`src/common/cpuPkg.sv`:
```
// CPU shared definitions
`default_nettype none

package cpuPkg;

    // Datapath and memory sizes
    localparam int dataWidth = 32;
    localparam int imemDepth = 64;
    localparam int imemAddrBits = 6;
    localparam int dmemDepth = 64;
    localparam int dmemAddrBits = 6;

    // Major opcodes
    localparam logic [5:0] opRType = 6'd4;
    localparam logic [5:0] opAddiu = 6'd12;
    localparam logic [5:0] opSubiu = 6'd13;
    localparam logic [5:0] opSw = 6'd16;
    localparam logic [5:0] opLw = 6'd17;
    localparam logic [5:0] opBeq = 6'd19;
    localparam logic [5:0] opJ = 6'd28;

    // R-format function codes
    localparam logic [5:0] fnAdd = 6'd32;
    localparam logic [5:0] fnSub = 6'd34;
    localparam logic [5:0] fnAnd = 6'd36;
    localparam logic [5:0] fnOr = 6'd37;
    localparam logic [5:0] fnSlt = 6'd42;

    // ALUOp class from the main decoder
    localparam logic [1:0] aluOpSub = 2'b00; // beq compare, subiu
    localparam logic [1:0] aluOpAdd = 2'b01; // addiu, address calc
    localparam logic [1:0] aluOpFunct = 2'b10; // Defer to funct field

    // ALU operation select
    localparam logic [2:0] aluAdd = 3'd0;
    localparam logic [2:0] aluSub = 3'd1;
    localparam logic [2:0] aluAnd = 3'd2;
    localparam logic [2:0] aluOr = 3'd3;
    localparam logic [2:0] aluSlt = 3'd4;

    // One instruction word seen as R format or as I/J format
    typedef union packed {
        struct packed {
            logic [5:0] opCode;
            logic [4:0] rs;
            logic [4:0] rt;
            logic [4:0] rd;
            logic [4:0] shamt;
            logic [5:0] funct;
        } r;
        struct packed {
            logic [5:0] opCode;
            logic [4:0] rs;
            logic [4:0] rt;
            logic [15:0] imm; // Jump target also spans rs, rt and imm
        } i;
    } instrT;

endpackage

`default_nettype wire

```
`src/verilog/instrMem.sv`:
```
// Instruction memory with load port
`timescale 1ns/1ps
`default_nettype none

module instrMem (
    input wire clk,
    input wire we,
    input wire [cpuPkg::imemAddrBits-1:0] wrAddr,
    input wire [cpuPkg::dataWidth-1:0] wrData,
    input wire [cpuPkg::imemAddrBits-1:0] rdAddr,
    output cpuPkg::instrT instr
);

    logic [cpuPkg::dataWidth-1:0] mem [cpuPkg::imemDepth];

    always_ff @(posedge clk)
    begin
        if (we) // Loader writes with core halted
            mem[wrAddr] <= wrData;
    end

    assign instr = mem[rdAddr]; // Fetch in the same cycle

endmodule

`default_nettype wire

```
`config.mk`:
```
export PLATFORM = sky130hd
export DESIGN_NAME = instrMem
export DESIGN_NICKNAME = d
export VERILOG_FILES = /design/src/common/cpuPkg.sv /design/src/verilog/instrMem.sv
export SDC_FILE = /design/constraint.sdc
export NUM_CORES = 2
export LEC_CHECK = 0
export BUFFER_PORTS_ARGS = -buffer_cell sky130_fd_sc_hd__buf_2
export CAP_MARGIN = 20
export CORE_ASPECT_RATIO = 1.25
export CORE_MARGIN = 2
export CORE_UTILIZATION = 50
export CTS_BUF_LIST = sky130_fd_sc_hd__clkbuf_8
export DETAILED_ROUTE_END_ITERATION = 16
export PLACE_DENSITY_LB_ADDON = 0.08
export SYNTH_ARGS = -nofsm -noshare
export SYNTH_HDL_FRONTEND = slang
export SYNTH_SLANG_ARGS = --single-unit
export TNS_END_PERCENT = 1
```
`constraint.sdc`:
```
create_clock -name clk -period 8.6 [get_ports clk]
set_input_delay 1.29 -clock clk [delete_from_list [all_inputs] [get_ports clk]]
set_output_delay 1.29 -clock clk [all_outputs]
set_load 0.03 [all_outputs]
```
Word level (Yosys, flattened, before mapping)
Memory sizes are Yosys's and may differ from the RTL's.
Index checks and enable logic that the tools add are counted.
{"block": "word_totals", "ff_bits": 0, "latchBits": 0, "ramBits": 2048, "mem_bits_ro": 0, "input_bits": 46, "out_inout_bits": 32, "mem_count": 1}
{"memory": "mem", "words": 64, "width": 32, "rd": 1, "rd_clocked_by_memory_dff": 0, "wr": 1, "line_no": "instrMem.sv:14", "source": "logic [cpuPkg::dataWidth-1:0] mem [cpuPkg::imemDepth];"}
{"block": "op_classes", "addsub": 0, "n_mul": 0, "div": 0, "magnitude_cmp": 0, "n_eq_ne": 0, "shift": 0, "n_mux": 2, "bitwise_logic": 0, "reduce_logical": 0}
{"op": "$mux 1", "n": 2}

Logic depth before layout (Yosys ltp)
{"block": "depth", "depth_word": 2, "depth_mapped": 10, "ltp_nobuf": 5}

Worst setup path after synthesis
OpenSTA, ideal clock, no wires.
{"block": "synth_path", "path_type": "input -> output", "from": "input port rdAddr[0] in the netlist's numbering", "to": "output port instr[17] in the netlist's numbering", "arrival_time_ns": 3.256, "path_slack_ns": 4.054, "path_stages": 10, "cell_sequence": "buf_4 > buf_6 > buf_4 > buf_4 > buf_4 > mux2i_1 > a22oi_1 > a41o_1 > o32ai_1 > nor3_1"}
{"item": "start: declaration", "line_no": "instrMem.sv:10", "source": "input wire [cpuPkg::imemAddrBits-1:0] rdAddr,"}
{"item": "end: declaration", "line_no": "instrMem.sv:11", "source": "output cpuPkg::instrT instr"}

==> results.sh <==
export IMPL_drt_iter0_drc=4655
export IMPL_dr_pass1_iters=7
export IMPL_core_um2=154000
export IMPL_slew_headroom=0.197
export IMPL_report_final_slew_viol_count=0
export IMPL_clockBufferDepth=4
export IMPL_yosys_top_cells_count="edfxtp_1, mux4_2, nor2_1"
export IMPL_synth_most_common_cell="edfxtp_1"
export IMPL_power_density_nw_per_um2=224
export IMPL_start_kind="input pin"
export IMPL_start_util=0.505
export IMPL_min_path_type="in2reg"
export IMPL_drtAntennaViolNets=0
export IMPL_path_common_cell="buf_4"
export IMPL_synth_area_top_cells="edfxtp_1, mux4_2, mux2i_1"
export IMPL_top_regs="mem: 2048 flops"
export IMPL_cts_tree="done"
export IMPL_detailed_place_hpwl_um=110000
export IMPL_largest_register_ffs=2048
export IMPL_track_usage=0.265
export IMPL_die_x_um=357
export IMPL_fp_row_count=161
export IMPL_wl_per_cell_um=35.2
export IMPL_peakVddDrop_uv=166
export IMPL_timing_final_crit_share=0.717
export IMPL_synthCells=3292
export IMPL_grt_pass1_vias=38600
export IMPL_gp_congestion=0.828
export IMPL_cts_made_buffers=326
export IMPL_worst_pin_slew_ns=1.20
export IMPL_async_flop_share=0
export IMPL_hold_violations=0
export IMPL_critical_path_required_ns=7.31
export IMPL_seq_area_frac_synth=0.790
export IMPL_crit_chain="buf_4 -> buf_4 -> nor2b_1 -> buf_4 -> a21oi_1 -> a21oi_1 -> nor2_1 -> buf_2"
export IMPL_drc=0
export IMPL_timing_fmax_mhz=162
export IMPL_fin_tns_setup_ns=0
export IMPL_die_height_um=445
export IMPL_ys_ff_latch=2048
export IMPL_netlist_area_leader_share=0.790
export IMPL_synth_area_um2=77900
export IMPL_synth_edff_count=2048
export IMPL_outcome="finished clean"
export IMPL_rsz0062_at_grt="no"
export IMPL_p_leak_nw=27.4
export IMPL_synth_nets=3338
export IMPL_syn_to_final_growth_pct=12.1
export IMPL_cts_root_buf="clkbuf_8"
export IMPL_fill_cells=11500
export IMPL_worst_path_max_delay_cell="buf_4"
export IMPL_cts_sinks=2048
export IMPL_crit_type="in2out"
export IMPL_cts_resized=0
export IMPL_grt_start_max_net_pins=103
export IMPL_post_cts_buffers=0
export IMPL_period_needed_ns=6.17
export IMPL_max_flop_register="mem"
export IMPL_io_buffer_count=77
export IMPL_yosysWarnings=0
export IMPL_cp_end_kind="output port"
export IMPL_antenna_found_initial=13
export IMPL_path_delay_family="buffers and inverters"
export IMPL_io_pins=78
export IMPL_ys_flop_type="edfxtp_1"
export IMPL_grt_pass1_wl_um=288000
export IMPL_yosysUniqueCellTypes=33
export IMPL_path_max_fanout=39
export IMPL_ctsHoldBuffers=0
export IMPL_syn_area_per_cell_um2=23.7
export IMPL_drv_cap=0
export IMPL_via_per_inst=6.29
export IMPL_htreeDepth=5
export IMPL_grt_overflow=0
export IMPL_finalSetupViolCount=0
export IMPL_wl_um=208000
export IMPL_route_vias_total=37100
export IMPL_finalNetCount=3693
export IMPL_crit_arrival_ns=4.88
export IMPL_path_clk_slew_ns=0.06
export IMPL_max_stage_delay_ns=0.75
export IMPL_dieArea_um2=159000
export IMPL_yosys_area_top_type="edfxtp_1"
export IMPL_drive_gt1_frac=0.309
export IMPL_cp_num_buf_inv=4
export IMPL_final_util=0.566
## cell usage in the layout (no fill, tap or decap), types with 4 or more instances in the layout
cell type   count
bufinv_16       6
inv_1          92
clkinv_1       77
nor3_1          5
nor2_4         62
and3_1          4
buf_4         112
nor2_1         75
o22ai_1        84
nand2b_1        6
a21oi_1        62
mux4_2        544
clkinv_2       24
nand2_1        26
a311oi_1        8
nand3_1         5
clkinvlp_4      4
buf_12         20
buf_2          73
a41o_1          4
nand3b_1        5
edfxtp_1     2048
clkbuf_8      332
mux2i_1        93
nor2b_1        15
o221ai_1       27
o32ai_1         4
a22oi_1        12
diode_2         6
## power breakdown
group	internal [mW]	switching, mW	total [mW]
clock network	3.73	3.64	7.37
logic	0.380	0.748	1.13
registers	11.1	0.0148	11.1
total	15.2	4.40	19.6
## metal layers
layer / global-route usage / share of wire
met3: 0.0566 / 0.078
met1: 0.342 / 0.37
met5: 0.00862 / 0.0011
met2: 0.439 / 0.51
met4: 0.110 / 0.041
## kinds of logic after synthesis
group                  after synthesis  share of synthesized area
AO/OA/AOI/OAI                      202                     0.0169
buffers and inverters              182                     0.0114
flip-flops                        2048                      0.790
multiplexers                       637                      0.169
AND/OR/NAND/NOR                    223                     0.0128
## final timing paths
path	from	endpoint	slack (ns)	cells past startpoint
max	rdAddr[3]	instr[7]	2.43	8
min	wrData[29]	mem[57][29]	0.65	1
## per-stage QoR
stage	power, mW	cell area (um^2)	hold WS [ns]	std cells	setup WS (ns)
final	19.6	87300	0.647	5900	2.43
after CTS	19.7	87100	0.613	5885	2.40
after global routing	20.2	87300	0.604	5895	2.35
after floorplan	11.9	77900	1.39	3292	4.05
after detailed placement	12.4	81500	1.75	5347	2.40
after global placement	12.4	81500	1.74	5345	2.41
## final cells by class
type | instances | area (um^2) | share of cell area
well taps | 2037 | 2550 | 0.0292
multi-input cells | 1062 | 16000 | 0.183
diodes | 6 | 15.0 | 0.000172
clock inverters | 206 | 991 | 0.0114
flip-flops and latches | 2048 | 61500 | 0.705
clock buffers | 332 | 4570 | 0.0524
repair buffers | 209 | 1680 | 0.0192
No activity file was read; power rests on OpenSTA's default activity.
