**config.mk**
```make
export PLATFORM = sky130hd
export DESIGN_NAME = control
export DESIGN_NICKNAME = d
export VERILOG_FILES = /design/src/common/cpuPkg.sv /design/src/control/control.sv
export SDC_FILE = /design/constraint.sdc
export NUM_CORES = 1
export LEC_CHECK = 0
export BUFFER_PORTS_ARGS = -buffer_cell sky130_fd_sc_hd__buf_2
export CORE_AREA = 2 2 39 41
export DETAILED_ROUTE_END_ITERATION = 8
export DIE_AREA = 0 0 41 43
export PLACE_DENSITY_LB_ADDON = 0.08
export SLEW_MARGIN = 25
export SYNTH_ARGS = -nofsm -noshare
export SYNTH_HDL_FRONTEND = slang
export SYNTH_SLANG_ARGS = --single-unit
```
**constraint.sdc**
```tcl
create_clock -name vclk -period 0.95
set_clock_uncertainty 0.1 [all_clocks]
set_input_delay 0.1425 -clock vclk [all_inputs]
set_output_delay 0.1425 -clock vclk [all_outputs]
set_load 0.01 [all_outputs]
```
**src/common/cpuPkg.sv**
```systemverilog
// CPU shared definitions
`default_nettype none

package cpuPkg;

    // Datapath and memory sizes
    localparam int dataWidth = 32;
    localparam int imemDepth = 64;
    localparam int imemAddrBits = 6;
    localparam int dmemDepth = 64;
    localparam int dmemAddrBits = 6;

    // Major opcodes
    localparam logic [5:0] opRType = 6'd4;
    localparam logic [5:0] opAddiu = 6'd12;
    localparam logic [5:0] opSubiu = 6'd13;
    localparam logic [5:0] opSw = 6'd16;
    localparam logic [5:0] opLw = 6'd17;
    localparam logic [5:0] opBeq = 6'd19;
    localparam logic [5:0] opJ = 6'd28;

    // R-format function codes
    localparam logic [5:0] fnAdd = 6'd32;
    localparam logic [5:0] fnSub = 6'd34;
    localparam logic [5:0] fnAnd = 6'd36;
    localparam logic [5:0] fnOr = 6'd37;
    localparam logic [5:0] fnSlt = 6'd42;

    // ALUOp class from the main decoder
    localparam logic [1:0] aluOpSub = 2'b00; // beq compare, subiu
    localparam logic [1:0] aluOpAdd = 2'b01; // addiu, address calc
    localparam logic [1:0] aluOpFunct = 2'b10; // Defer to funct field

    // ALU operation select
    localparam logic [2:0] aluAdd = 3'd0;
    localparam logic [2:0] aluSub = 3'd1;
    localparam logic [2:0] aluAnd = 3'd2;
    localparam logic [2:0] aluOr = 3'd3;
    localparam logic [2:0] aluSlt = 3'd4;

    // One instruction word seen as R format or as I/J format
    typedef union packed {
        struct packed {
            logic [5:0] opCode;
            logic [4:0] rs;
            logic [4:0] rt;
            logic [4:0] rd;
            logic [4:0] shamt;
            logic [5:0] funct;
        } r;
        struct packed {
            logic [5:0] opCode;
            logic [4:0] rs;
            logic [4:0] rt;
            logic [15:0] imm; // Jump target also spans rs, rt and imm
        } i;
    } instrT;

endpackage

`default_nettype wire

```
**src/control/control.sv**
```systemverilog
// Main control decoder
`timescale 1ns/1ps
`default_nettype none

module control (
    input wire [5:0] opCode,
    output logic regWrite,
    output logic [1:0] aluOp,
    output logic regDst,
    output logic aluSrc,
    output logic memWrite,
    output logic memRead,
    output logic memToReg,
    output logic jump,
    output logic branch
);

    // Each branch sets {regWrite, aluOp, regDst, aluSrc} then the memory and flow bits
    always_comb
    begin
        case (opCode)
            cpuPkg::opRType:
            begin
                {regWrite, aluOp, regDst, aluSrc} = {1'b1, cpuPkg::aluOpFunct, 2'b10};
                {memWrite, memRead, memToReg, jump, branch} = 5'b00000;
            end
            cpuPkg::opAddiu:
            begin
                {regWrite, aluOp, regDst, aluSrc} = {1'b1, cpuPkg::aluOpAdd, 2'b01}; // Into rt
                {memWrite, memRead, memToReg, jump, branch} = 5'b00000;
            end
            cpuPkg::opSubiu:
            begin
                {regWrite, aluOp, regDst, aluSrc} = {1'b1, cpuPkg::aluOpSub, 2'b01}; // Into rt
                {memWrite, memRead, memToReg, jump, branch} = 5'b00000;
            end
            cpuPkg::opSw:
            begin
                {regWrite, aluOp, regDst, aluSrc} = {1'b0, cpuPkg::aluOpAdd, 2'b01};
                {memWrite, memRead, memToReg, jump, branch} = 5'b10000; // Store only
            end
            cpuPkg::opLw:
            begin
                {regWrite, aluOp, regDst, aluSrc} = {1'b1, cpuPkg::aluOpAdd, 2'b01};
                {memWrite, memRead, memToReg, jump, branch} = 5'b01100; // Load to rt
            end
            cpuPkg::opBeq:
            begin
                {regWrite, aluOp, regDst, aluSrc} = {1'b0, cpuPkg::aluOpSub, 2'b00};
                {memWrite, memRead, memToReg, jump, branch} = 5'b00001; // Compare rs, rt
            end
            cpuPkg::opJ:
            begin
                {regWrite, aluOp, regDst, aluSrc} = {1'b0, cpuPkg::aluOpSub, 2'b01};
                {memWrite, memRead, memToReg, jump, branch} = 5'b00010;
            end
            default:
            begin
                // Unknown opcode acts as a no-op that still advances the PC
                {regWrite, aluOp, regDst, aluSrc} = {1'b0, cpuPkg::aluOpSub, 2'b00};
                {memWrite, memRead, memToReg, jump, branch} = 5'b00000;
            end
        endcase
    end

endmodule

`default_nettype wire

```
**Word-level counts from Yosys, hierarchy flattened**

Index checks and enable logic that the tools add are counted.
Widths: inputs -> output; s select.

- Add/subtract/negate cells: 0
- Multiply operators: 0
- Div/mod/pow operators: 0
- Magnitude comparators: 0
- Equal/unequal tests: 7
- Shift-type cells: 0
- Muxes and demuxes: 8
- Bitwise gates (word level): 0
- Reduce and logical (&&, ||, !) cells: 3

Operators by type and width:

| kind | count |
|---|---|
| $eq 6x5->1 const B | 4 |
| $eq 6x4->1 const B | 2 |
| $mux 1 | 7 |
| $eq 6x3->1 const B | 1 |
| $reduce_or 5->1 | 1 |
| $pmux 2 s2 | 1 |
| $reduce_or 4->1 | 1 |
| $reduce_or 3->1 | 1 |

- Register bits: 0
- Latch bits: 0
- RAM bits: 0
- Memory bits (read-only): 0
- Bits of input ports: 6
- Output and inout port bits: 10
- Word-level logic and storage cells: 18
- Memories kept: 0

**Longest topological paths before layout**

- Word-level depth: 3
- Mapped depth: 4

**Least setup slack after synthesis**

Ideal clock, no wire load.

- Kind: input port to output port
- Start: in opCode[3]
- End: out memToReg
- Data arrival time: 0.872 ns
- Required time: 0.707 ns
- Slack: -0.164 ns
- Stages on the path: 4
- Buffers on the path: 1
- Path through: nor4b_2 > nand2_1 > nor2_1 > buf_4

- Word-level cells in the longest chain between the ends: 2

RTL lines:

| element | RTL line | source |
|---|---|---|
| start: declaration | control.sv:6 | `input wire [5:0] opCode,` |
| $eq 6x5->1 | - |  |
| $mux 1 | - |  |
| end: declaration | control.sv:13 | `output logic memToReg,` |

No other way between the ends.

**Worst setup path in the final report**

- Start: in opCode[3]
- End: out memWrite

- Word-level cells in the longest chain between the ends: 2

RTL lines:

| element | RTL line | source |
|---|---|---|
| $eq 6x5->1 | control.sv:21 | `case (opCode)` |
| $mux 1 | control.sv:21 |  |
| end: declaration | control.sv:11 | `output logic memWrite,` |

No other way between the ends.

==> out/results.ini <==
[run_status]
status=complete, but fails checks
violations=negative setup slack

[setup_path]
crit_path_start_kind=input port
required_ns=0.71
crit_start=opCode[3]
arrival_ns=0.87
critPathCaptureType=primary output
cp_max_fo=7
critical_path_class=in -> out
crit_end=memWrite

[cells_and_area]
finalNetCount=51
seq_cell_count=0
mostFrequentLayoutCell=buf_2
seqCellArea_um2=0
area_growth_pct=127
final_layout_size_suffix_gt1_share_pct=72.1
n_clock_buffer=0
num_antenna_cells=0
final_cell_mix=11 x buf_2, 5 x buf_4, 3 x buf_6
finalNonFillerCells=59

[sta]
slew_viol_final=0
fin_setup_tns_ns=-1.05
fmax_ghz=0.899
slew_headroom_pct=85.0
rsz0062_at_grt=true
hold_viol=0
tightestPinTransition_ns=0.224
fin_ws_ns=-0.162
setup_violations=9
fin_crit_sh_pct=117
hold_slack_ns=0.531
final.min_clock_period_ns=1.11

[floorplan]
initial_core_util_pct=11.8
io_pins=16
die_w_um=41
rows=14
core_area_um2=1380
die_area_um2=1760
die_y_um=43

[clock_tree]
post_cts_buffers=0

[pwr]
power.leakage_nw=0.174
sw_frac_of_total_pct=43.4
power_density_nw_per_um2=331
p_int_w=0.0000699
irDropWorstVdd_v=0.000121
seqPwrFrac_pct=0
clkPwrFrac_pct=0
power_frac_comb_pct=100.0
p_sw_w=0.0000536

[drt]
avgViaCountPerCell=4.31
met2_length_um=280
wl_met3_um=58
vias=254
antenna_left=0
wl_met1_um=261
drt_iter0_markers=2
drt_wl_total_um=600
drt_pass1_iterations=2
dr.max_layer_used=met3
routedWlPerCell_um=10.2
drc=0

[global_routing]
grt_max_degree=8
grt_use_total_pct=6.19
antenna_found_initial=0
first_global_vias=217
grt_pass1_wl_um=828
grt_overflow=0

[yosys]
synth_cells=25
syn_nets=31
syn_avg_cell_area_um2=6.56
yosysUniqueCellTypes=18
synth_area_um2=164
yosysSeqAreaShare_pct=0
yosys_warnings=0

[placed_design]
port_buffers=16
place_congestion=0.600
placedCellCount=59
dpl.hpwl_um=495
post-place-ws_ns=-0.253

[worst_hold_path]
hold_path.class=in -> out

[job]
drv_cap=0

-- per-stage QoR --
step	area (µm²)	utilization, %	total power (W)
after CTS	354	25.6	0.000117
after global placement	293	21.2	0.0000904
after floorplan	206	-	0.0000519
after global routing	373	26.9	0.000131
after detailed placement	293	21.2	0.0000908
final	373	26.9	0.000124
-- critical path, cell delays in order --
cell and delay, ns:
buf_12 0.11, nor4b_4 0.29, nor3b_2 0.19, buf_2 0.14
-- cell usage after synthesis --
cell      instances  area (µm²)
a21oi_1           1        5.00
nand2_1           2        7.51
buf_2             1        5.00
nor3b_2           1        12.5
and4bb_2          1        12.5
nand2b_1          1        6.26
and2_1            1        6.26
nor3_1            4        20.0
nand4b_1          1        8.76
clkbuf_1          1        3.75
nor4_1            1        6.26
nor2_1            2        7.51
nor2b_1           1        6.26
a31oi_1           2        12.5
nor4b_2           1        15.0
buf_4             2        15.0
and3_1            1        6.26
nor3b_1           1        7.51
-- worst min path at each step --
stage | from | endpoint | slack, ns | cells after the start
CTS | opCode[5] | regWrite | 0.54 | 4
global placement | opCode[4] | jump | 0.58 | 4
detailed placement | opCode[4] | jump | 0.58 | 4
finish | opCode[5] | regWrite | 0.53 | 4
floorplan | opCode[5] | regWrite | 0.21 | 1
global route | opCode[5] | regWrite | 0.55 | 4
-- cell families after synthesis --
logic type | Yosys count | share of synthesized area, %
simple gates | 18 | 74.8
buf+inv | 4 | 14.5
compound gates | 3 | 10.7
-- timing repair --
item / CTS / global route
pin swaps: 7 / 2
gates resized for setup: 15 / 6
endpoints found under the setup margin: 10 / 10
hold buffers: 0 / 0
-- power groups by stage --
stage | Sequential, W | Clock (W) | Combinational (W)
3_5_place_dp | 0 | 0 | 0.0000908
2_1_floorplan | 0 | 0 | 0.0000519
5_1_grt | 0 | 0 | 0.000131
4_1_cts | 0 | 0 | 0.000117
3_3_place_gp | 0 | 0 | 0.0000904
6_report | 0 | 0 | 0.000124
-- layer usage --
layer | GRT usage, % | vias up
met5 | 0 | -
met1 | 9.81 | 116
met4 | 0 | 0
met2 | 9.69 | 10
met3 | 0 | 0
li1 | - | 128
-- area by class of cell --
class	count	area [µm²]
fill	161	1010
multi-input combinational	21	176
tap	16	20.0
timing repair buffer	22	176
Power figures use the tool's default switching activity.
