===== config.mk =====
export PLATFORM = sky130hd
export DESIGN_NAME = dataMem
export DESIGN_NICKNAME = d
export VERILOG_FILES = /design/src/common/cpuPkg.sv /design/src/verilog/dataMem.sv
export SDC_FILE = /design/constraint.sdc
export NUM_CORES = 2
export LEC_CHECK = 0
export BUFFER_PORTS_ARGS = -buffer_cell sky130_fd_sc_hd__buf_2
export CAP_MARGIN = 20
export CORE_MARGIN = 3
export CORE_UTILIZATION = 55
export CTS_CLUSTER_SIZE = 16
export DETAILED_ROUTE_END_ITERATION = 16
export PLACE_DENSITY_LB_ADDON = 0.05
export SETUP_SLACK_MARGIN = 0.2
export SLEW_MARGIN = 20
export SYNTH_ARGS = -nofsm -noshare
export SYNTH_HDL_FRONTEND = slang
export SYNTH_SLANG_ARGS = --single-unit

===== constraint.sdc =====
create_clock -name clk -period 4.1 [get_ports clk]
set_input_delay 0.82 -clock clk [delete_from_list [all_inputs] [get_ports clk]]
set_output_delay 0.82 -clock clk [all_outputs]
set_load 0.005 [all_outputs]

===== src/common/cpuPkg.sv =====
// CPU shared definitions
`default_nettype none

package cpuPkg;

    // Datapath and memory sizes
    localparam int dataWidth = 32;
    localparam int imemDepth = 64;
    localparam int imemAddrBits = 6;
    localparam int dmemDepth = 64;
    localparam int dmemAddrBits = 6;

    // Major opcodes
    localparam logic [5:0] opRType = 6'd4;
    localparam logic [5:0] opAddiu = 6'd12;
    localparam logic [5:0] opSubiu = 6'd13;
    localparam logic [5:0] opSw = 6'd16;
    localparam logic [5:0] opLw = 6'd17;
    localparam logic [5:0] opBeq = 6'd19;
    localparam logic [5:0] opJ = 6'd28;

    // R-format function codes
    localparam logic [5:0] fnAdd = 6'd32;
    localparam logic [5:0] fnSub = 6'd34;
    localparam logic [5:0] fnAnd = 6'd36;
    localparam logic [5:0] fnOr = 6'd37;
    localparam logic [5:0] fnSlt = 6'd42;

    // ALUOp class from the main decoder
    localparam logic [1:0] aluOpSub = 2'b00; // beq compare, subiu
    localparam logic [1:0] aluOpAdd = 2'b01; // addiu, address calc
    localparam logic [1:0] aluOpFunct = 2'b10; // Defer to funct field

    // ALU operation select
    localparam logic [2:0] aluAdd = 3'd0;
    localparam logic [2:0] aluSub = 3'd1;
    localparam logic [2:0] aluAnd = 3'd2;
    localparam logic [2:0] aluOr = 3'd3;
    localparam logic [2:0] aluSlt = 3'd4;

    // One instruction word seen as R format or as I/J format
    typedef union packed {
        struct packed {
            logic [5:0] opCode;
            logic [4:0] rs;
            logic [4:0] rt;
            logic [4:0] rd;
            logic [4:0] shamt;
            logic [5:0] funct;
        } r;
        struct packed {
            logic [5:0] opCode;
            logic [4:0] rs;
            logic [4:0] rt;
            logic [15:0] imm; // Jump target also spans rs, rt and imm
        } i;
    } instrT;

endpackage

`default_nettype wire


===== src/verilog/dataMem.sv =====
// Data memory
`timescale 1ns/1ps
`default_nettype none

module dataMem (
    input wire clk,
    input wire we,
    input wire re,
    input wire [cpuPkg::dmemAddrBits-1:0] addr,
    input wire [cpuPkg::dataWidth-1:0] wrData,
    output logic [cpuPkg::dataWidth-1:0] rdData
);

    logic [cpuPkg::dataWidth-1:0] mem [cpuPkg::dmemDepth];

    always_ff @(posedge clk)
    begin
        if (we)
            mem[addr] <= wrData;
    end

    // Quiet bus when no load is in flight
    assign rdData = re ? mem[addr] : '0;

endmodule

`default_nettype wire


# ---- Word level (Yosys, flattened, before mapping)
# Memory sizes are Yosys's and may differ from the RTL's.
# Cells that the tools add are included.
dict set report word_totals {
  register_bits 0
  mem_bits_rw 2048
  inputBits 41
  out_inout_bits 32
  wordCells 4
  mem_count 1
}
dict set report classes {
  mux 3
}
# memory words width read_ports rd_clocked_by_memory_dff write_ports line_no
set mem_list {}
lappend mem_list {mem 64 32 1 0 1 dataMem.sv:14} ;# logic [cpuPkg::dataWidth-1:0] mem [cpuPkg::dmemDepth];
# op count
set ops {}
lappend ops {{2-to-1 mux 32 bit} 1}
lappend ops {{2-to-1 mux 1 bit} 2}

# ---- Logic depth before layout (Yosys ltp)
dict set report logic_depth {
  word_depth 2
  mapped_depth 11
  depth_no_buf 5
}

# ---- Least setup slack after synthesis
# No wires, ideal clock.
dict set report synth_timing {
  kind {input to register}
  startpoint {input port addr[2] in the netlist's numbering}
  endpoint {memory mem[11][0] in the netlist's numbering (enable)}
  setup_time_ns 0.421
  t_arrival_ns 3.478
  required_ns 3.679
  path_slack_ns 0.201
  path_stages 9
  n_path_buf 6
  path_cell_list {buf_6 buf_6 buf_6 buf_2 buf_2 buf_1 nor2b_1 nand2_1 nor2_1}
}
# item line_no
set synth_rtl {}
lappend synth_rtl {{start, declared} dataMem.sv:9} ;# input wire [cpuPkg::dmemAddrBits-1:0] addr,
lappend synth_rtl {{end, declared} dataMem.sv:14}
# Straight into the memory's write port.

# ---- Worst setup path in the final report
dict set report layout_timing {
  startpoint {input port addr[1] in the netlist's numbering}
  endpoint {output port rdData[26] in the netlist's numbering}
}
dict set report layout_via {
  elab_chain_len 2
}
# item line_no
set layout_lines {}
lappend layout_lines {{memory (64 x 32 bit)} --}
lappend layout_lines {{2-to-1 mux 32 bit} dataMem.sv:23} ;# assign rdData = re ? mem[addr] : '0;
lappend layout_lines {{end, declared} dataMem.sv:11} ;# output logic [cpuPkg::dataWidth-1:0] rdData
# No other way between the ends.

==> flow_summary.json <==
{
  "slew_headroom": 0.269,
  "async_reset_ff_frac": 0,
  "synth_area_um2": 80200,
  "first_iter_violations": 5797,
  "initial_core_util": 0.556,
  "ys_ff_latch": 2048,
  "criticalPathCategory": "in2out",
  "cts_buffers": 201,
  "vdd_drop_max_mv": 0.399,
  "end_kind": "output pin",
  "cts_hold_buf": 0,
  "largest_register_ffs": 2048,
  "syn_inst": 4674,
  "switching_share": 0.218,
  "postRouteAntennaNets": 0,
  "min_path_cells": 1,
  "place_congestion": 0.897,
  "ctsLongestPathBuffers": 3,
  "finalHoldViolCount": 0,
  "vias": 48305,
  "area_delta_synth_final_pct": 18.5,
  "synth_warnings": 0,
  "power_density_nw_per_um2": 460,
  "tritoncts": "done",
  "clockPowerShare": 0.403,
  "drive_gt1_frac": 0.234,
  "synth_ff_type": "edfxtp_1",
  "synth_cell_type_count": 58,
  "status": "finished, final reports clean",
  "crit_path_max_fanout": 24,
  "grt_max_degree": 68,
  "die_h_um": 388,
  "netlist.top_cell.by_area": "edfxtp_1",
  "viasPerCell": 6.71,
  "core-area_um2": 144000,
  "setup_ws_ns": 0.174,
  "drc": 0,
  "cp.required_ns": 3.28,
  "row_count": 139,
  "grt_pass1_vias": 45975,
  "utilization": 0.660,
  "crit_start": "addr[1]",
  "tns_ns": 0,
  "grt_usage": 0.306,
  "drv_slew": 0,
  "synthTopCellsByArea": "edfxtp_1 77%, a221oi_1 3.0%, a22oi_1 2.3%, mux2i_1 2.2%, nor3b_1 1.3%",
  "io_pins": 73,
  "power_w": 0.0437,
  "met1_usage": 0.441,
  "critical_path_arrival_ns": 3.11,
  "p_leak_nw": 30.8,
  "cts-root-buf": "clkbuf_16",
  "routed_wl_mm": 232,
  "die_w_um": 388,
  "grt-ovfl-total": 0,
  "cap_violations": 0,
  "ys_seq_area_frac": 0.767,
  "fin_crit_sh": 0.958,
  "clock_sinks": 2048,
  "tightest_slew_ns": 1.10,
  "met2_usage": 0.482,
  "post-dp-hpwl_mm": 143,
  "fmax_mhz": 255,
  "antenna_found_initial": 8,
  "die_area_um2": 150000,
  "hold_path.class": "in2reg",
  "top_usage_layer": "met2",
  "pre_cts_ws_ns": -0.556,
  "syn_nets": 4715,
  "cts.htree.levels": 4,
  "avgSynthCellArea_um2": 17.2,
  "grt_pass1_wl_mm": 334,
  "internal_power_w": 0.0342,
  "io_buffers": 72,
  "regMostFlops": "mem",
  "synth_top_area_frac": 0.767,
  "wire_per_inst_um": 32.3,
  "pwr-share-seq": 0.531,
  "period_minus_slack_ns": 3.93,
  "rsz0062_at_grt": "yes",
  "firstDrtPassIters": 6,
  "net-switching-power_w": 0.00952,
  "met3_usage": 0.0502,
  "worstSetupStartpointType": "primary input",
  "reg_top3": "mem x2048",
  "synth_edf_count": 2048,
  "clk_pin_slew_ns": 0.06,
  "num-nets-final": 5179,
  "setup_viol": 0,
  "pwr-share-comb": 0.066,
  "hold_start": "wrData[11]"
}
[critical path, cell delays in order]
cell	delay, ns
bufbuf_16	0.27
and2_4	0.20
buf_4	0.26
a221oi_1	0.40
o221ai_1	0.25
a311oi_1	0.34
buf_4	0.22
a31oi_1	0.15
buf_2	0.18
[synthesized netlist by cell type, drive strengths merged, types with 48 or more instances]
master	instances
and3	142
a21o	56
mux2i	176
clkbuf	203
o2111ai	56
nor3	100
nand3b	138
o21ai	188
o221ai	48
o22ai	64
nor3b	141
nand2b	58
a22oi	248
a21oi	70
nor2	77
a221oi	276
edfxtp	2048
buf	191
[cells in the final DEF, fill, tap and decap left out, types with 28 or more instances in the layout]
cell type / Yosys / final
clkbuf_1: 201 / 47
o22a_1: 42 / 42
nand2b_1: 58 / 56
mux2_2: 43 / 43
nor3_1: 100 / 88
o2111ai_1: 56 / 45
nand3b_1: 138 / 138
a221oi_1: 275 / 238
mux4_2: 37 / 37
a22o_1: 29 / 29
edfxtp_1: 2048 / 2048
and3_1: 142 / 142
o221ai_1: 48 / 39
nor3b_1: 141 / 141
a22oi_1: 248 / 242
a221oi_2: 1 / 31
clkinv_1: 0 / 57
mux2i_1: 176 / 175
buf_4: 18 / 466
buf_12: 0 / 100
o21ai_0: 183 / 166
clkbuf_16: 0 / 206
buf_2: 128 / 60
a21oi_1: 70 / 61
and3b_1: 28 / 28
clkinv_2: 0 / 31
a21o_1: 56 / 56
o22ai_1: 64 / 63
nor2_4: 0 / 66
[metrics by stage]
stage,instances,instance area (um^2),hold WS (ns)
final,7204,95100,0.427
after global routing,7204,95100,0.395
after CTS,7187,94300,0.371
after detailed placement,6811,87300,1.27
after global placement,6811,87300,1.26
after floorplan,4674,80200,0.919
[timing repair]
action	CTS	global route
setup endpoints to repair	32	31
setup buffers	8	12
gates cloned	3	2
gates resized for setup	126	103
pin swaps	19	24
[final timing paths]
check	endpoint	slack, ns
worst max-delay path	rdData[26]	0.17
worst min-delay path	mem[45][11]	0.43
[power groups by stage]
stage	clock, W	sequential, W	combinational (W)
5_1_grt	0.0187	0.0232	0.00301
6_report	0.0176	0.0232	0.00287
2_1_floorplan	0	0.0237	0.00116
4_1_cts	0.0178	0.0232	0.00277
3_3_place_gp	0	0.0237	0.00264
3_5_place_dp	0	0.0237	0.00267
[per-layer routing]
metal,vias up,share of wire,wire (um)
met5,-,0.00021,48
met4,8,0.033,7640
met3,354,0.086,20000
met2,2385,0.47,110000
met1,25144,0.41,94500
li1,20414,-,-
[layout make-up]
cell class                      instances  area, um^2
Fill cell                            9912       49100
Multi-Input combinational cell       2226       18600
Inverter                                6        25.0
Clock buffer                          251        5280
Sequential cell                      2048       61500
Tap cell                             1903        2380
Clock inverter                        114         925
Antenna cell                            1        2.50
Timing Repair Buffer                  655        6330
[cell families (layout without fill, tap and decap cells)]
| kind of cell | count (synthesis) | in the layout | share of synthesized area |
|---|---|---|---|
| AOI/OAI and AO/OA | 1187 | 1187 | 0.110 |
| buffers and inverters | 400 | 1026 | 0.0222 |
| DFF | 2048 | 2048 | 0.767 |
| muxes | 256 | 256 | 0.0384 |
| other | 0 | 1 | 0 |
| and+or+nand+nor | 783 | 783 | 0.0628 |
No activity file was read; power rests on OpenSTA's default activity.
