<file path="config.mk">
export PLATFORM = sky130hd
export DESIGN_NAME = aluControl
export DESIGN_NICKNAME = d
export VERILOG_FILES = /design/src/common/cpuPkg.sv /design/src/verilog/aluControl.sv
export SDC_FILE = /design/constraint.sdc
export NUM_CORES = 1
export LEC_CHECK = 0
export BUFFER_PORTS_ARGS = -buffer_cell sky130_fd_sc_hd__buf_4
export CAP_MARGIN = 15
export CELL_PAD_IN_SITES_DETAIL_PLACEMENT = 0
export CELL_PAD_IN_SITES_GLOBAL_PLACEMENT = 1
export CORE_ASPECT_RATIO = 1.4
export CORE_MARGIN = 2
export CORE_UTILIZATION = 43
export DETAILED_ROUTE_END_ITERATION = 10
export PLACE_DENSITY = 0.89
export SETUP_SLACK_MARGIN = 0.5
export SLEW_MARGIN = 40
export SYNTH_ARGS = -nofsm -noshare
export SYNTH_HDL_FRONTEND = slang
export SYNTH_SLANG_ARGS = --single-unit
export TNS_END_PERCENT = 5
</file>
<file path="constraint.sdc">
create_clock -name vclk -period 4.8
set_input_delay 0.48 -clock vclk [all_inputs]
set_output_delay 0.48 -clock vclk [all_outputs]
set_load 0.03 [all_outputs]
</file>
<file path="src/common/cpuPkg.sv">
// CPU shared definitions
`default_nettype none

package cpuPkg;

    // Datapath and memory sizes
    localparam int dataWidth = 32;
    localparam int imemDepth = 64;
    localparam int imemAddrBits = 6;
    localparam int dmemDepth = 64;
    localparam int dmemAddrBits = 6;

    // Major opcodes
    localparam logic [5:0] opRType = 6'd4;
    localparam logic [5:0] opAddiu = 6'd12;
    localparam logic [5:0] opSubiu = 6'd13;
    localparam logic [5:0] opSw = 6'd16;
    localparam logic [5:0] opLw = 6'd17;
    localparam logic [5:0] opBeq = 6'd19;
    localparam logic [5:0] opJ = 6'd28;

    // R-format function codes
    localparam logic [5:0] fnAdd = 6'd32;
    localparam logic [5:0] fnSub = 6'd34;
    localparam logic [5:0] fnAnd = 6'd36;
    localparam logic [5:0] fnOr = 6'd37;
    localparam logic [5:0] fnSlt = 6'd42;

    // ALUOp class from the main decoder
    localparam logic [1:0] aluOpSub = 2'b00; // beq compare, subiu
    localparam logic [1:0] aluOpAdd = 2'b01; // addiu, address calc
    localparam logic [1:0] aluOpFunct = 2'b10; // Defer to funct field

    // ALU operation select
    localparam logic [2:0] aluAdd = 3'd0;
    localparam logic [2:0] aluSub = 3'd1;
    localparam logic [2:0] aluAnd = 3'd2;
    localparam logic [2:0] aluOr = 3'd3;
    localparam logic [2:0] aluSlt = 3'd4;

    // One instruction word seen as R format or as I/J format
    typedef union packed {
        struct packed {
            logic [5:0] opCode;
            logic [4:0] rs;
            logic [4:0] rt;
            logic [4:0] rd;
            logic [4:0] shamt;
            logic [5:0] funct;
        } r;
        struct packed {
            logic [5:0] opCode;
            logic [4:0] rs;
            logic [4:0] rt;
            logic [15:0] imm; // Jump target also spans rs, rt and imm
        } i;
    } instrT;

endpackage

`default_nettype wire

</file>
<file path="src/verilog/aluControl.sv">
// ALU control and ALU
`timescale 1ns/1ps
`default_nettype none

module aluControl (
    input wire [1:0] aluOp,
    input wire [5:0] funct,
    input wire [cpuPkg::dataWidth-1:0] a,
    input wire [cpuPkg::dataWidth-1:0] b,
    output logic [cpuPkg::dataWidth-1:0] result,
    output logic zero
);

    logic [2:0] aluSel;
    logic aluSelValid;

    always_comb
    begin
        aluSel = cpuPkg::aluAdd;
        aluSelValid = 1'b1;
        case (aluOp)
            cpuPkg::aluOpSub: aluSel = cpuPkg::aluSub;
            cpuPkg::aluOpAdd: aluSel = cpuPkg::aluAdd;
            cpuPkg::aluOpFunct:
            begin
                case (funct)
                    cpuPkg::fnAdd: aluSel = cpuPkg::aluAdd;
                    cpuPkg::fnSub: aluSel = cpuPkg::aluSub;
                    cpuPkg::fnAnd: aluSel = cpuPkg::aluAnd;
                    cpuPkg::fnOr: aluSel = cpuPkg::aluOr;
                    cpuPkg::fnSlt: aluSel = cpuPkg::aluSlt;
                    default: aluSelValid = 1'b0; // Unknown funct gives 0
                endcase
            end
            default: aluSelValid = 1'b0;
        endcase
    end

    always_comb
    begin
        result = '0;
        if (aluSelValid)
        begin
            case (aluSel)
                cpuPkg::aluAdd: result = a + b;
                cpuPkg::aluSub: result = a - b;
                cpuPkg::aluAnd: result = a & b;
                cpuPkg::aluOr: result = a | b;
                cpuPkg::aluSlt: result = {{(cpuPkg::dataWidth-1){1'b0}}, $signed(a) < $signed(b)};
                default: result = '0;
            endcase
        end
    end

    assign zero = (result == '0); // Drives beq

endmodule

`default_nettype wire

</file>
-- Yosys cells after proc, flatten, opt, wreduce, memory -nomap -nowiden
Cells that the tools add are included.
- register bits after elaboration: 0
- bits of input ports: 72
- output and inout port bits: 33
- word-level logic and storage cells: 27
- add/sub/neg operators: 2
- magnitude comparators: 1
- equality and inequality tests: 11
- muxes and demuxes: 6
- bitwise operators: 2
- reductions and logical operators: 5
- operators by type and width (cell ; number):
    one-hot mux 32 bit (5 select lines) ; 1
    adder 32 bit ; 1
    bitwise AND 32 bit ; 1
    zero test 32 bit ; 1
    < comparator 32 bit ; 1
    2-to-1 mux 32 bit ; 1
    bitwise OR 32 bit ; 1
    subtractor 32 bit ; 1
    == test 6 bit, second input constant ; 5
    one-hot mux 3 bit (4 select lines) ; 1
    == test 3 x 2 -> 1 bit, second input constant ; 2
    one-hot mux 3 bit (2 select lines) ; 1
    OR reduction 5 bit ; 1
    == test 3 x 1 -> 1 bit, second input constant ; 1
    == test 3 bit, second input constant ; 1
    zero test 3 bit ; 1
    == test 2 x 1 -> 1 bit, second input constant ; 1
    == test 2 bit, second input constant ; 1
    zero test 2 bit ; 1
    one-hot mux 1 bit (2 select lines) ; 1
    OR reduction 2 bit ; 1
    2-to-1 mux 1 bit ; 1

-- Logic depth before layout (Yosys ltp)
- depth in word-level cells: 7
- mapped depth: 13
- depth with buffers taken out: 13

-- Least setup slack after synthesis
Ideal clock, no wire load.
- kind: input to output
- start point: input a[0] (netlist name)
- end point: output zero
- arrival: 3.965 ns
- required time: 4.320 ns
- path slack: 0.355 ns
- cell stages on the path: 12
- path buffers: 0
- path through: ha_1 > fa_1 > a21oi_1 > o221ai_2 > a31o_2 > a221oi_1 > o21bai_1 > mux2i_1 > a2111oi_0 > o32ai_1 > a2111o_1 > nor4_2
- longest elaborated chain between the ends: 4
- elaborated cells between the ends (all ways): 8
- classes of those cells: 2 x add/sub; 1 x order compare; 2 x mux; 2 x bitwise; 1 x reduce/logical
- ends and longest elaborated chain (item ; line ; RTL):
    from (decl) ; aluControl.sv:8 ; input wire [cpuPkg::dataWidth-1:0] a,
    subtractor 32 bit / adder 32 bit (equally long branches) ; aluControl.sv:46, aluControl.sv:45 ;
    one-hot mux 32 bit (5 select lines) (*) ; aluControl.sv:44 ; case (aluSel)
    2-to-1 mux 32 bit (*) ; aluControl.sv:42 ; if (aluSelValid)
    via result (one bit) ; aluControl.sv:10 ; output logic [cpuPkg::dataWidth-1:0] result,
    zero test 32 bit (*) ; aluControl.sv:55 ; assign zero = (result == '0);
    to (decl) ; aluControl.sv:11 ; output logic zero
Mark *: on every way through the listed nets, which the timed path passes. The rest lies on a longest branch.

-- Final worst setup path
- start point: input b[15] (netlist name)
- end point: output zero
- longest elaborated chain between the ends: 4
- elaborated cells between the ends (all ways): 8
- classes of those cells: 2 x add/sub; 1 x order compare; 2 x mux; 2 x bitwise; 1 x reduce/logical
- ends and longest elaborated chain (item ; line ; RTL):
    from (decl) ; aluControl.sv:9 ; input wire [cpuPkg::dataWidth-1:0] b,
    subtractor 32 bit, or another cell as far along ; aluControl.sv:46 ; cpuPkg::aluSub: result = a - b;
    one-hot mux 32 bit (5 select lines) (*) ; aluControl.sv:44 ;
    2-to-1 mux 32 bit (*) ; aluControl.sv:42 ;
    zero test 32 bit (*) ; aluControl.sv:55 ;
Mark *: on every way between the ends. The rest lies on a longest branch, timed or not.

==> flow_results.org <==
** Synth
- Area fraction of the dominant cell type after synthesis :: 22.7%
- The synthesized netlist occupies a cell area of 6110 um^2.
- Synth Instances :: 905
- Synthesis Warnings :: 0
- Summed over all instances, the cell type with the most area after synthesis is ha_1.
- Synthesis produced a netlist with a net count of 1090.
- Portion of the post-synthesis area used by sequential elements :: 0%
- In the post-synthesis netlist, the biggest area contributors are ha_1 23%, a21oi_1 6.8%, inv_1 5.7%.
- Yosys mapped the design onto 92 distinct sky130hd cell types.
- Each instance of the synthesized netlist takes up on average between 6 and 7 um^2.

** Setup path
- Critical path peak fanout :: 7
- Worst setup path startpoint :: b[15]
- The critical path is of the input pin to output port type.
- The worst setup path is captured at an output port.
- Required time worst endpoint :: 4.32 ns
- Arrival time worst endpoint :: 3.92 ns
- Startpoint types :: input pin

** Pwr
- PwrDens :: roughly 140 nW/um^2
- In this run switching power makes up 61.6% of total power.
- Switching power total :: ~0.00065 W
- Fraction of power consumed by combinational cells :: 100.0%
- IR analysis of the VDD net gives a maximum drop of approximately 0.09 mV.
- For this design the static power due to leakage is 3.47 nW.
- Share of power burned in registers :: 0%
- Internal Pwr Total :: 0.000404 W
- The share of total power dissipated in the clock network is 0%.

** Global routing
- Across every metal layer, demand over resource in global routing totals 28.6%.
- Number of antenna violations at the first check in global routing :: 0
- For met2 alone, demand over resource in global routing was a little over half.
- Entering global routing, the biggest net connects 30 pins.
- In the global route stage, met3 resource usage came out at between 2 and 3%.
- Summed over all layers, the global routing overflow is 0.
- Most used routing layer in global routing :: met2
- First-pass GRT wire length :: 36400 um
- GRT met1 Usage :: 33.4%
- Vias in the first global route :: between 7000 and 8000

** Die
- The floorplan step defined a die boundary enclosing 15200 um^2.
- The total area inside the core boundary comes to 13900 um^2.
- Height of the die :: 145 um
- between 100 and 150 I/O pins were placed.
- Die span in x :: roughly 100 um
- Starting density of the core :: between 40 and 50%
- In this run the core area contains 51 standard-cell rows.

** Drt
- Once detail routing completed, the nets flagged for antenna violations numbered 0.
- Number of detailed-routing iterations run before antenna repair :: 7
- Mean routed wirelength per cell :: 19.5 um
- In the routed design, unresolved DRC markers number 0.
- The routed design has between 20000 and 25000 um of wire.
- Ratio of routed vias to standard cells :: 6.29
- Total via count after detailed routing :: about 7500
- Detailed router's first-iteration violation count :: 528

** Finish
- Summing all flip-flop and latch instances after layout gives 0 um^2.
- After filler insertion, the fill cell instance count of the layout stands at around 1400.
- Fraction of layout cells with a size suffix above 1 :: 24.9%
- At the end of the flow, the number of nets in the layout was 1189.
- The number of antenna diodes in the final layout is 0.
- Compared with the post-synthesis result, the final layout area differs by 24.5%.
- Number of sequential cells in the layout :: 0
- Clock buffer count in the final layout :: 0

** Timing
- Min cycle time layout :: 4.40 ns
- Max-Slew Margin vs Limit :: 45.8%
- The worst path uses between 90% and 100% of the clock period.
- Fin worst setup slack :: 0.396 ns
- Setup repair after global routing could not meet its margin everywhere.
- Fmax :: 0.227 GHz
- Tightest hold margin :: 1.59 ns
- Slew of the pin with the lowest slew margin :: about 0.8 ns
- Number of endpoints with negative hold slack in the final report :: 0
- Setup-violating endpoint count in the final report :: 0
- For the final routed database, the setup TNS stands at 0 ns.
- Max Slew Vio Count :: 0

** Min path
- The path with the worst hold slack has its endpoint at result[7].
- Counting instances, the worst hold path has a depth of 5.
- In this run the most critical hold path is launched from aluOp[0].
- Hold Crit Class :: input pin to output port

** Flow run
- Max_cap viols :: 0

** Status
- Outcome :: finished clean

** Placement
- Placer Congestion :: 1.02
- Detailed placement finished with a half-perimeter wire length of 18200 um.
- OpenSTA, run right after detailed placement, puts the worst setup slack at 0.189 ns.
- Port-buffer cells :: 105

** CTS
- The number of hold buffers added after CTS was 0.
==> power groups by stage <==
stage                     logic, W  registers, W  clock network [W]
after CTS                 0.000996             0                  0
after detailed placement  0.000953             0                  0
final                      0.00105             0                  0
after global placement    0.000951             0                  0
after global routing       0.00112             0                  0
after floorplan           0.000638             0                  0
==> repair_timing <==
| action | 4_1_cts | 5_1_grt |
|---|---|---|
| pin swaps | 21 | 18 |
| endpoints found under the hold margin | 0 | 0 |
| endpoints found under the setup margin | 1 | 1 |
| buffers inserted | 6 | 5 |
| resized for setup | 41 | 34 |
==> per-stage QoR <==
step,power (W),utilization (%),instance area (um^2),instances
2_1_floorplan,0.000638,-,6120,905
3_3_place_gp,0.000951,51.5,7160,1176
3_5_place_dp,0.000953,51.5,7160,1176
4_1_cts,0.000996,53.3,7420,1182
5_1_grt,0.00112,54.7,7610,1187
6_report,0.00105,54.7,7610,1187
==> routing by layer <==
metal,up-vias,share of wire [%]
met1,3470,38
met5,-,0
met3,105,7.3
met2,383,49
met4,0,5.4
li1,3514,-
==> synth_stat cells (5+ instances only) <==
cell	number
a211oi_1	22
a21o_1	17
a21oi_1	83
a21oi_2	6
a221o_1	5
a221oi_1	5
a31o_2	5
a31oi_1	17
and2_1	16
and3_1	11
and4_1	6
buf_1	8
buf_2	18
clkbuf_1	22
ha_1	111
inv_1	93
mux2i_1	11
nand2_1	64
nand2b_1	7
nand3_1	24
nand3b_1	5
nand4_1	9
nor2_1	91
nor2b_1	10
nor3_1	20
nor4_1	11
o211ai_1	24
o21a_1	6
o21ai_0	42
o21ai_1	5
o21bai_1	8
o221ai_1	7
o31ai_1	11
==> cell usage in the layout, fill, tap and decap left out, types with 20 or more instances in the layout <==
cell,n
nand3_1,23
inv_1,92
a211oi_1,20
o21ai_0,38
o211ai_1,24
buf_4,149
nand2_1,64
nor2_1,87
a21oi_1,74
ha_1,93
==> critical path, stage by stage <==
cell       delay, ns
buf_4           0.12
inv_1           0.07
ha_2            0.31
or3_4           0.37
or4_4           0.53
a21oi_4         0.19
a2111oi_4       0.09
a21oi_2         0.24
a211oi_2        0.10
a211o_1         0.31
o211a_1         0.26
a2111o_1        0.33
nor4_4          0.30
buf_4           0.21
==> worst max path at each step <==
| stage | cells after the start | to |
|---|---|---|
| 2_1_floorplan | 12 | zero |
| 3_3_place_gp | 15 | zero |
| 3_5_place_dp | 14 | zero |
| 4_1_cts | 15 | zero |
| 5_1_grt | 15 | zero |
| 6_report | 14 | zero |
==> cells by family after synthesis <==
kind of cell               after synthesis  share of synthesized area, %
adders and majority gates              113                          23.4
AOI/OAI and AO/OA                      322                          37.8
xor gates and xnor gates                 5                         0.716
and+or+nand+nor                        305                          26.4
muxes                                   11                          1.80
buffers and inverters                  149                          9.94
==> area by class of cell <==
type / instances / area, um^2 / area share [%]
multi-input cells: 756 / 5890 / 77.4
repair buffers: 150 / 1130 / 14.8
inverters: 96 / 360 / 4.73
well taps: 185 / 231 / 3.04
Note: power is estimated with default switching activity, not from simulation.
